[src/design/wbd_pkg.sv]
package wbd_pkg;

	////////////////////////////////////////
	// Bus geometry
	////////////////////////////////////////

	// Byte address width shared by both ports
	localparam int ADDRESS_WIDTH = 28;

	localparam int WIDE_DW  = 64;
	localparam int SMALL_DW = 32;

	// Word address widths after dropping the byte lane bits
	localparam int WIDE_AW  = ADDRESS_WIDTH - $clog2(WIDE_DW / 8);
	localparam int SMALL_AW = ADDRESS_WIDTH - $clog2(SMALL_DW / 8);

	// Sub-word address bits and small beats per wide request
	localparam int WBLSB = $clog2(WIDE_DW / SMALL_DW);
	localparam int BEATS = WIDE_DW / SMALL_DW;

	// Outstanding beat tracking
	localparam int LGFIFO     = 5;
	localparam int FIFO_DEPTH = 1 << LGFIFO;

	////////////////////////////////////////
	// Types
	////////////////////////////////////////

	typedef logic [WIDE_AW-1:0]      wide_addr_t;
	typedef logic [SMALL_AW-1:0]     small_addr_t;
	typedef logic [WIDE_DW-1:0]      wide_data_t;
	typedef logic [SMALL_DW-1:0]     small_data_t;
	typedef logic [WIDE_DW/8-1:0]    wide_sel_t;
	typedef logic [SMALL_DW/8-1:0]   small_sel_t;
	typedef logic [WBLSB:0]          beat_cnt_t;
	typedef logic [LGFIFO:0]         fifo_fill_t;

endpackage
[src/design/wbd_top.sv]
`timescale 1ns/1ps

module wbd_top import wbd_pkg::*;
(
	input  logic        i_clk,
	input  logic        i_rst_n,
	// Wide slave port
	input  logic        i_wcyc,
	input  logic        i_wstb,
	input  logic        i_wwe,
	input  wide_addr_t  i_waddr,
	input  wide_data_t  i_wdata,
	input  wide_sel_t   i_wsel,
	output logic        o_wstall,
	output logic        o_wack,
	output wide_data_t  o_wdata,
	output logic        o_werr,
	// Small master port
	output logic        o_scyc,
	output logic        o_sstb,
	output logic        o_swe,
	output small_addr_t o_saddr,
	output small_data_t o_sdata,
	output small_sel_t  o_ssel,
	input  logic        i_sstall,
	input  logic        i_sack,
	input  small_data_t i_sdata,
	input  logic        i_serr
);

	logic beat_push;
	logic beat_last;
	logic fifo_full;
	logic head_last;

	////////////////////////////////////////
	// Request splitting
	////////////////////////////////////////

	wbd_beat_issuer u_issuer (
		.i_clk       (i_clk),
		.i_rst_n     (i_rst_n),
		.i_wcyc      (i_wcyc),
		.i_wstb      (i_wstb),
		.i_wwe       (i_wwe),
		.i_waddr     (i_waddr),
		.i_wdata     (i_wdata),
		.i_wsel      (i_wsel),
		.o_wstall    (o_wstall),
		.o_scyc      (o_scyc),
		.o_sstb      (o_sstb),
		.o_swe       (o_swe),
		.o_saddr     (o_saddr),
		.o_sdata     (o_sdata),
		.o_ssel      (o_ssel),
		.i_sstall    (i_sstall),
		.i_serr      (i_serr),
		.i_werr      (o_werr),
		.i_fifo_full (fifo_full),
		.o_beat_push (beat_push),
		.o_beat_last (beat_last)
	);

	////////////////////////////////////////
	// Last-beat flags of beats in flight
	////////////////////////////////////////

	wbd_ack_fifo u_fifo (
		.i_clk       (i_clk),
		.i_rst_n     (i_rst_n),
		.i_wcyc      (i_wcyc),
		.i_push      (beat_push),
		.i_push_last (beat_last),
		.i_pop       (i_sack),
		.o_full      (fifo_full),
		.o_head_last (head_last)
	);

	////////////////////////////////////////
	// Response merging
	////////////////////////////////////////

	wbd_read_merge u_merge (
		.i_clk       (i_clk),
		.i_rst_n     (i_rst_n),
		.i_wcyc      (i_wcyc),
		.i_scyc      (o_scyc),
		.i_sack      (i_sack),
		.i_sdata     (i_sdata),
		.i_serr      (i_serr),
		.i_head_last (head_last),
		.o_wack      (o_wack),
		.o_wdata     (o_wdata),
		.o_werr      (o_werr)
	);

endmodule

[src/design/wbd_read_merge.sv]
`timescale 1ns/1ps

module wbd_read_merge import wbd_pkg::*;
(
	input  logic        i_clk,
	input  logic        i_rst_n,
	input  logic        i_wcyc,
	input  logic        i_scyc,
	input  logic        i_sack,
	input  small_data_t i_sdata,
	input  logic        i_serr,
	input  logic        i_head_last,
	output logic        o_wack,
	output wide_data_t  o_wdata,
	output logic        o_werr
);

	wide_data_t r_data;
	logic       r_ack;
	logic       r_err;

	////////////////////////////////////////
	// Read data assembly
	////////////////////////////////////////

	// Each returned word enters at the bottom, so after two acks
	// the first word sits in the upper half
	always_ff @(posedge i_clk)
	begin
		if (i_sack)
			r_data <= {r_data[WIDE_DW-SMALL_DW-1:0], i_sdata};
	end

	////////////////////////////////////////
	// Wide ack and error
	////////////////////////////////////////

	// One wide ack per request, on the ack of its final beat
	always_ff @(posedge i_clk)
	begin
		if (!i_rst_n || !i_wcyc || !i_scyc)
			r_ack <= 1'b0;
		else
			r_ack <= i_sack && i_head_last;
	end

	always_ff @(posedge i_clk)
	begin
		if (!i_rst_n || !i_wcyc || !i_scyc)
			r_err <= 1'b0;
		else
			r_err <= i_serr;
	end

	assign o_wdata = r_data;
	assign o_wack  = r_ack;
	assign o_werr  = r_err;

endmodule

[src/design/wbd_ack_fifo.sv]
`timescale 1ns/1ps

module wbd_ack_fifo import wbd_pkg::*;
(
	input  logic i_clk,
	input  logic i_rst_n,
	input  logic i_wcyc,
	input  logic i_push,
	input  logic i_push_last,
	input  logic i_pop,
	output logic o_full,
	output logic o_head_last
);

	logic              mem [FIFO_DEPTH];
	logic [LGFIFO-1:0] wr_ptr;
	logic [LGFIFO-1:0] rd_ptr;
	fifo_fill_t        fill;

	logic              wr_en;
	logic              rd_en;
	logic              empty;

	assign empty  = (fill == '0);
	assign o_full = (fill == fifo_fill_t'(FIFO_DEPTH));

	// A write while full is fine when the head leaves in the same cycle
	assign wr_en = i_push && (!o_full || i_pop);
	assign rd_en = i_pop && !empty;

	////////////////////////////////////////
	// Storage
	////////////////////////////////////////

	always_ff @(posedge i_clk)
	begin
		if (wr_en)
			mem[wr_ptr] <= i_push_last;
	end

	assign o_head_last = mem[rd_ptr];

	////////////////////////////////////////
	// Pointers and fill level
	////////////////////////////////////////

	// Outstanding beats are forgotten once the master cycle ends
	always_ff @(posedge i_clk)
	begin
		if (!i_rst_n || !i_wcyc)
		begin
			wr_ptr <= '0;
			rd_ptr <= '0;
			fill   <= '0;
		end
		else
		begin
			if (wr_en)
				wr_ptr <= wr_ptr + 1'b1;
			if (rd_en)
				rd_ptr <= rd_ptr + 1'b1;

			case ({wr_en, rd_en})
				2'b10:   fill <= fill + fifo_fill_t'(1);
				2'b01:   fill <= fill - fifo_fill_t'(1);
				default: fill <= fill;
			endcase
		end
	end

endmodule

[src/design/wbd_beat_issuer.sv]
`timescale 1ns/1ps

module wbd_beat_issuer import wbd_pkg::*;
(
	input  logic        i_clk,
	input  logic        i_rst_n,
	// Wide request side
	input  logic        i_wcyc,
	input  logic        i_wstb,
	input  logic        i_wwe,
	input  wide_addr_t  i_waddr,
	input  wide_data_t  i_wdata,
	input  wide_sel_t   i_wsel,
	output logic        o_wstall,
	// Small request side
	output logic        o_scyc,
	output logic        o_sstb,
	output logic        o_swe,
	output small_addr_t o_saddr,
	output small_data_t o_sdata,
	output small_sel_t  o_ssel,
	input  logic        i_sstall,
	input  logic        i_serr,
	// From the read merge and the beat FIFO
	input  logic        i_werr,
	input  logic        i_fifo_full,
	// To the beat FIFO
	output logic        o_beat_push,
	output logic        o_beat_last
);

	logic        r_cyc;
	logic        r_stb;
	logic        r_we;
	small_addr_t r_addr;
	wide_data_t  s_data;
	wide_sel_t   s_sel;
	beat_cnt_t   s_count;

	logic        cyc_clear;
	logic        wide_accept;
	logic        beat_accept;

	// Abort on a dropped master cycle or on any bus error
	assign cyc_clear   = !i_wcyc || (r_cyc && i_serr) || i_werr;
	assign wide_accept = i_wstb && !o_wstall;
	assign beat_accept = o_sstb && !i_sstall;

	////////////////////////////////////////
	// Cycle tracking
	////////////////////////////////////////

	always_ff @(posedge i_clk)
	begin
		if (!i_rst_n || cyc_clear)
			r_cyc <= 1'b0;
		else if (i_wstb)
			r_cyc <= 1'b1;
	end

	////////////////////////////////////////
	// Strobe, direction and beat counter
	////////////////////////////////////////

	always_ff @(posedge i_clk)
	begin
		if (!i_rst_n || cyc_clear)
		begin
			r_stb   <= 1'b0;
			r_we    <= 1'b0;
			s_count <= '0;
		end
		else if (wide_accept)
		begin
			r_stb   <= 1'b1;
			r_we    <= i_wwe;
			s_count <= beat_cnt_t'(BEATS);
		end
		else if (beat_accept)
		begin
			s_count <= s_count - beat_cnt_t'(1);
			// Strobe stays up until the final beat leaves
			r_stb   <= (s_count > beat_cnt_t'(1));
		end
	end

	////////////////////////////////////////
	// Address, data and select shifter
	////////////////////////////////////////

	always_ff @(posedge i_clk)
	begin
		if (wide_accept)
		begin
			// First beat always starts at sub-word zero
			r_addr <= {i_waddr, {WBLSB{1'b0}}};
			s_data <= i_wdata;
			s_sel  <= i_wsel;
		end
		else if (beat_accept)
		begin
			r_addr[WBLSB-1:0] <= r_addr[WBLSB-1:0] + WBLSB'(1);
			// Big-endian order, next word moves into the top slot
			s_data <= s_data << SMALL_DW;
			s_sel  <= s_sel << (SMALL_DW / 8);
		end
	end

	////////////////////////////////////////
	// Outputs
	////////////////////////////////////////

	assign o_scyc  = r_cyc;
	// No new beat may leave unless its ack slot can be recorded
	assign o_sstb  = r_stb && !i_fifo_full;
	assign o_swe   = r_we;
	assign o_saddr = r_addr;
	assign o_sdata = s_data[WIDE_DW-1 -: SMALL_DW];
	assign o_ssel  = s_sel[WIDE_DW/8-1 -: SMALL_DW/8];

	// Busy while a beat is blocked or more than one beat is pending
	assign o_wstall = (r_stb && (i_fifo_full || i_sstall))
		|| (s_count > beat_cnt_t'(1));

	assign o_beat_push = beat_accept;
	assign o_beat_last = (s_count == beat_cnt_t'(1));

endmodule

[config.mk]
export PLATFORM = sky130hd
export DESIGN_NAME = wbd_top
export DESIGN_NICKNAME = d
export VERILOG_FILES = /design/src/design/wbd_pkg.sv /design/src/design/wbd_top.sv /design/src/design/wbd_read_merge.sv /design/src/design/wbd_ack_fifo.sv /design/src/design/wbd_beat_issuer.sv
export SDC_FILE = /design/constraint.sdc
export NUM_CORES = 1
export LEC_CHECK = 0
export ABC_AREA = 1
export ABC_CLOCK_PERIOD_IN_PS = 5800
export BUFFER_PORTS_ARGS = -buffer_cell sky130_fd_sc_hd__buf_2
export CORE_AREA = 5 5 134 136
export DETAILED_ROUTE_END_ITERATION = 8
export DIE_AREA = 0 0 139 141
export PLACE_DENSITY = 0.8
export SLEW_MARGIN = 20
export SYNTH_ARGS = -nofsm -noshare
export SYNTH_HDL_FRONTEND = slang
export SYNTH_SLANG_ARGS = --single-unit
[constraint.sdc]
create_clock -name i_clk -period 5.8 [get_ports i_clk]
set_input_delay 1.16 -clock i_clk [delete_from_list [all_inputs] [get_ports i_clk]]
set_output_delay 1.16 -clock i_clk [all_outputs]
set_load 0.01 [all_outputs]
==> results.json, run 1 <==
{
  "outcome": "finished, final reports clean",
  "maxCapViolCount": 0,
  "ys_ff_latch": 222,
  "core.rowCount": 48,
  "fmax_ghz": 0.273,
  "netlist_area_sq_um": 8800,
  "setup_viol": 0,
  "area_growth_pct": 22.3,
  "cts_resized": 0,
  "final.period_utilization_pct": 63.2,
  "first_global_vias": 5737,
  "drc_errors": 0,
  "relSlewSlack_pct": 32.1,
  "drtIter0Drc": 378,
  "dp_slack_ns": 2.25,
  "die_h_microns": 141,
  "rsz0062_at_grt": "false",
  "grt_pass1_wl_mm": 30.1,
  "place_hpwl_mm": 13.7,
  "synth_area_leader_cell": "edfxtp_1",
  "cellPowerDensity_nw_per_um2": 342,
  "startpoint_type": "flop",
  "instances_no_fill": 1233,
  "hold_class": "reg -> reg",
  "period_needed_ns": 3.66,
  "io_buffers": 268,
  "io_pins": 269,
  "synth_nets": 898,
  "grt_usage_pct": 19.1,
  "synth_edf_count": 193,
  "clkTransAtPathRegs_ns": 0.06,
  "floorplan.die_area_sq_um": 19600,
  "clock_sinks": 222,
  "vias": 5893,
  "final.setup.tns_ns": 0,
  "ant_nets": 0,
  "hold-worst-slack_ns": 0.442,
  "ys_top_cells_by_count": "edfxtp_1, nand2_1, nor2_1",
  "numCtsBuffers": 23,
  "critPathRequiredTime_ns": 6.06,
  "synthFlopType": "edfxtp_1",
  "antenna_found_initial": 0,
  "synth.distinct_cells": 25,
  "netlist_top_cells_area": "edfxtp_1, nand2_1, dfxtp_1",
  "nets": 1137,
  "initial_core_util_pct": 52.4,
  "grt.overflow.total": 0,
  "worst_slew_pin_slew_ns": 1.02,
  "cts_buffer_depth": 3,
  "worstSetupPathType": "reg -> reg",
  "synth.top_cell.area_share_pct": 65.8,
  "yosysWarnings": 0,
  "antenna_cells": 0,
  "vias_per_cell": 4.78,
  "cts_hold_buf": 0,
  "wl_per_cell_microns": 15.7,
  "finalHoldViolCount": 0,
  "leakagePower_uw": 0.00480,
  "grt_max_degree": 79,
  "core-area_sq_um": 16800,
  "dp.cells": 1191,
  "fin_ws_ns": 2.14,
  "die_x_microns": 139,
  "fin_skew_ns": 0.0198,
  "slew_violations": 0,
  "cts_root_buf": "clkbuf_16",
  "synth_area_per_cell_sq_um": 11.7,
  "drt-total-wl_mm": 19.4,
  "first_pass_iters": 5,
  "postCtsSetupRepairBufs": 0,
  "arrival_ns": 3.92,
  "syn_inst": 752,
  "globalplace.congestion": 0.892,
  "endpoint_kind": "flop",
  "cts_tree": "yes",
  "htreeDepth": 1,
  "worstPathMaxFanout": 78,
  "ir_worst_vdd_mv": 0.240,
  "synthArstFlopShare_pct": 0,
  "drive_gt1_share_pct": 30.9,
  "seq_area_frac_synth_pct": 72.4,
  "clock_latency_ns": 0.51
}
[state kept, by name, indices dropped and copies added, names as in the netlist, named ones only]
name / count
u_issuer.s_data: 64
u_merge.o_wdata: 64
u_fifo.mem: 32
u_issuer.o_saddr: 26
u_issuer.s_sel: 8
u_fifo.fill: 6
u_fifo.rd_ptr: 5
u_fifo.wr_ptr: 5
u_issuer.s_count: 2
u_issuer.o_scyc: 1
u_issuer.o_swe: 1
u_issuer.r_stb: 1
u_merge.o_wack: 1
u_merge.o_werr: 1
[layout by cell type, fill, tap and decap left out, drive strengths merged, types with 2 or more instances in the layout]
master / n
nand3: 39
o21ai: 18
nand4: 2
bufinv: 2
inv: 81
nor3: 3
dfxtp: 29
xnor2: 6
buf: 270
clkbuf: 27
clkinvlp: 2
nor2: 101
edfxtp: 193
nand2: 194
a21oi: 15
o21bai: 2
ha: 9
clkinv: 11
[cell families after synthesis]
logic type      Yosys count  synth area share, %
flops                   222                 72.4
xor+xnor                  7                0.696
buf+inv                 137                 8.07
simple gates            341                 15.4
fa+ha+maj                 9                 1.28
compound gates           36                 2.12
[final timing paths]
path	slack (ns)	depth (start not counted)	from	to
max	2.14	8	u_issuer.s_count[1]$_SDFFE_PP0P_	u_issuer.s_data[35]$_DFFE_PP_
min	0.44	0	u_merge.o_wdata[29]$_DFFE_PP_	u_merge.o_wdata[61]$_DFFE_PP_
max reg2reg	2.14	8	u_issuer.s_count[1]$_SDFFE_PP0P_	u_issuer.s_data[35]$_DFFE_PP_
min reg2reg	0.44	0	u_merge.o_wdata[29]$_DFFE_PP_	u_merge.o_wdata[61]$_DFFE_PP_
[final cells by class]
class | instances | area [sq um]
Clock inverter | 15 | 130
Clock buffer | 27 | 591
Tap cell | 225 | 282
Fill cell | 1326 | 6050
Multi-Input combinational cell | 393 | 1730
Inverter | 81 | 305
Timing Repair Buffer | 270 | 1360
Sequential cell | 222 | 6380
[where the power goes]
| part | total [uW] | internal, uW | switching (uW) |
|---|---|---|---|
| sequential | 1910 | 1860 | 42.3 |
| clock | 1400 | 819 | 579 |
| combinational | 379 | 139 | 240 |
| total | 3680 | 2820 | 861 |
[metal layers]
layer / vias up / routed length (microns) / global-route usage [%]
li1: 2914 / - / -
met1: 2700 / 7610 / 24.0
met3: 39 / 1540 / 4.68
met4: 0 / 531 / 6.44
met2: 240 / 9720 / 32.7
met5: - / 0 / 0
[stage by stage]
stage	total power [uW]	area [sq um]	utilization [%]
2_1_floorplan	2180	8800	-
3_3_place_gp	2310	10000	59.7
3_5_place_dp	2320	10000	59.7
4_1_cts	3720	10800	64.0
5_1_grt	3850	10800	64.0
6_report	3680	10800	64.0
[worst max-delay path, stage by stage, from the launching register on]
cell      delay, ns
dfxtp_1        0.30
inv_1          0.05
ha_1           0.52
or2_2          0.48
nand3_2        0.08
buf_4          0.61
clkinv_2       0.95
nand2_1        0.26
nand2_1        0.07
No activity file was read; power rests on OpenSTA's default activity.
==> run 2: changes to the inputs <==
--- a/config.mk
+++ b/config.mk
@@ -5,13 +5,13 @@
 export SDC_FILE = /design/constraint.sdc
 export NUM_CORES = 1
 export LEC_CHECK = 0
-export ABC_AREA = 1
-export ABC_CLOCK_PERIOD_IN_PS = 5800
+export ABC_AREA = 0
+export ABC_CLOCK_PERIOD_IN_PS = 3800
 export BUFFER_PORTS_ARGS = -buffer_cell sky130_fd_sc_hd__buf_2
-export CORE_AREA = 5 5 134 136
+export CORE_AREA = 5 5 137 139
 export DETAILED_ROUTE_END_ITERATION = 8
-export DIE_AREA = 0 0 139 141
-export PLACE_DENSITY = 0.8
+export DIE_AREA = 0 0 142 144
+export PLACE_DENSITY = 0.76
 export SLEW_MARGIN = 20
 export SYNTH_ARGS = -nofsm -noshare
 export SYNTH_HDL_FRONTEND = slang
==> constraint.sdc (replaced) <==
create_clock -name i_clk -period 3.8 [get_ports i_clk]
set_input_delay 0.76 -clock i_clk [delete_from_list [all_inputs] [get_ports i_clk]]
set_output_delay 0.76 -clock i_clk [all_outputs]
set_load 0.01 [all_outputs]
==> results.json, run 2 <==
{
  "outcome": "finished, final reports clean",
  "synth_top_family_by_area": "multiplexers",
  "synth_simple_gate_area_share_pct": 8.61,
  "ir_worst_vdd_mv": 0.369,
  "cts_root_buf": "clkbuf_16",
  "area_growth_pct": 25.1,
  "synthXorXnorAreaFrac_pct": 1.20,
  "clkTransAtPathRegs_ns": 0.06,
  "startpoint_type": "flop",
  "finalHoldViolCount": 0,
  "io_pins": 269,
  "rsz0062_at_grt": "false",
  "vias_per_cell": 4.94,
  "cellPowerDensity_nw_per_um2": 517,
  "postCtsSetupRepairBufs": 0,
  "antenna_cells": 0,
  "clock_latency_ns": 0.50,
  "cts_buffer_depth": 3,
  "synth_nets": 681,
  "netlist_top_cells_area": "edfxtp_1, dfxtp_1, mux2_4",
  "worstSetupPathType": "reg -> reg",
  "die_h_microns": 144,
  "final.period_utilization_pct": 84.3,
  "core-area_sq_um": 17500,
  "maxCapViolCount": 0,
  "globalplace.congestion": 0.904,
  "hold_class": "in -> reg",
  "fin_skew_ns": 0.0151,
  "drc_errors": 0,
  "grt_usage_pct": 16.9,
  "worstPathMaxFanout": 12,
  "final_cell_mix": "buf_2, edfxtp_1, nor2_1, and2_1, dfxtp_1",
  "slew_violations": 0,
  "htreeDepth": 1,
  "critPathRequiredTime_ns": 4.19,
  "synth_area_per_cell_sq_um": 16.3,
  "first_pass_iters": 4,
  "wl_per_cell_microns": 17.4,
  "seq_area_frac_synth_pct": 73.1,
  "synth.distinct_cells": 48,
  "place_hpwl_mm": 13.1,
  "initial_core_util_pct": 49.7,
  "first_global_vias": 5224,
  "antenna_found_initial": 0,
  "dp.cells": 987,
  "numCtsBuffers": 24,
  "die_x_microns": 142,
  "floorplan.die_area_sq_um": 20400,
  "drt-total-wl_mm": 18.0,
  "synthFlopType": "edfxtp_1",
  "synthMuxAreaShare_pct": 8.65,
  "ys_top_cells_by_count": "edfxtp_1, nor2_1, and2_1, buf_4, dfxtp_1",
  "cts_resized": 0,
  "netlist_area_sq_um": 8720,
  "grt_max_degree": 69,
  "period_needed_ns": 3.20,
  "cts_tree": "yes",
  "drive_gt1_share_pct": 47.5,
  "cts_hold_buf": 0,
  "clock_sinks": 222,
  "syn_inst": 535,
  "synth_edf_count": 193,
  "core.rowCount": 49,
  "endpoint_kind": "flop",
  "io_buffers": 268,
  "grt_pass1_wl_mm": 27.7,
  "nets": 930,
  "instances_no_fill": 1031,
  "synth.top_cell.area_share_pct": 66.4,
  "setup_viol": 0,
  "worst_slew_pin_slew_ns": 0.826,
  "final.setup.tns_ns": 0,
  "yosysMostFrequentCell": "edfxtp_1",
  "grt.overflow.total": 0,
  "vias": 5092,
  "relSlewSlack_pct": 44.9,
  "synthArstFlopShare_pct": 0,
  "ys_ff_latch": 222,
  "final_common_cell": "buf_2",
  "synth-compound-area-share_pct": 2.42,
  "yosysWarnings": 0,
  "arrival_ns": 3.59,
  "synth_fa_ha_area_share_pct": 1.29,
  "ant_nets": 0,
  "fmax_ghz": 0.312,
  "synth_area_leader_cell": "edfxtp_1",
  "leakagePower_uw": 0.00434,
  "drtIter0Drc": 281
}
run 2: cell count changes in the layout (fill, tap and decap cells not counted), sizes merged, moves of 12 or more:
cell,delta
nand2,-180
nor2,-50
o21ai,-12
and2,+36
mux2,+37
inv,-71
nand3,-32
run 2: worst paths after layout:
kind / endpoint / cells past startpoint / startpoint / slack [ns]
setup reg to reg: u_fifo.fill[5]$_SDFFE_PP0P_ / 8 / u_fifo.fill[2]$_SDFFE_PP0P_ / 0.60
hold / removal: u_issuer.o_saddr[19]$_DFFE_PP_ / 1 / i_waddr[18] / 0.43
hold reg to reg: u_merge.o_wdata[60]$_DFFE_PP_ / 0 / u_merge.o_wdata[28]$_DFFE_PP_ / 0.44
setup / recovery: u_fifo.fill[5]$_SDFFE_PP0P_ / 8 / u_fifo.fill[2]$_SDFFE_PP0P_ / 0.60
run 2: logic make-up (layout without fill, tap and decap cells):
| kind of cell | count (synthesis) | count (layout) |
|---|---|---|
| mux | 52 | 52 |
| flops | 222 | 222 |
| fa+ha+maj | 9 | 9 |
| xor+xnor | 12 | 12 |
| buf+inv | 66 | 333 |
| simple gates | 141 | 141 |
| compound gates | 33 | 33 |
run 2: area by class of cell:
cell class	instances	area, sq um
flip-flops and latches	222	6380
well taps	229	287
clock inverters	13	125
repair buffers	279	1460
inverters	10	38.8
clock buffers	31	689
multi-input cells	247	1940
fillers	1292	6620
run 2: per-stage QoR:
step                worst slack [ns]  utilization [%]  total power, uW  instance area (sq um)  hold slack, ns
floorplan                      0.295                -             3180                   8720           0.465
global placement               0.696             57.6             3350                  10100           0.423
detailed placement             0.629             57.6             3380                  10100           0.430
CTS                            0.618             62.2             5710                  10900           0.409
global route                   0.370             62.2             5860                  10900           0.411
finish                         0.597             62.2             5640                  10900           0.433
run 2: worst max-delay path, stage by stage, from the launching register on:
cell and delay (ns):
dfxtp_1 0.41, or4_4 0.58, o31ai_1 0.45, inv_1 0.14
ha_1 0.43, or4b_2 0.71, o41ai_1 0.11, o21ai_0 0.12
nor3b_1 0.15
run 2: where the power goes:
part           internal (uW)  switching (uW)
Sequential              2830            46.4
Clock                   1420             906
Combinational            209             232
Total                   4460            1180
run 2: routing by layer:
layer  part of all wire, %  global-route usage (%)  vias to the layer above
li1                      -                       -                     2429
met1                    37                    20.4                     2444
met2                    52                    29.9                      191
met3                   8.4                    4.63                       28
met4                   2.2                    4.75                        0
met5                     0                       0                        -
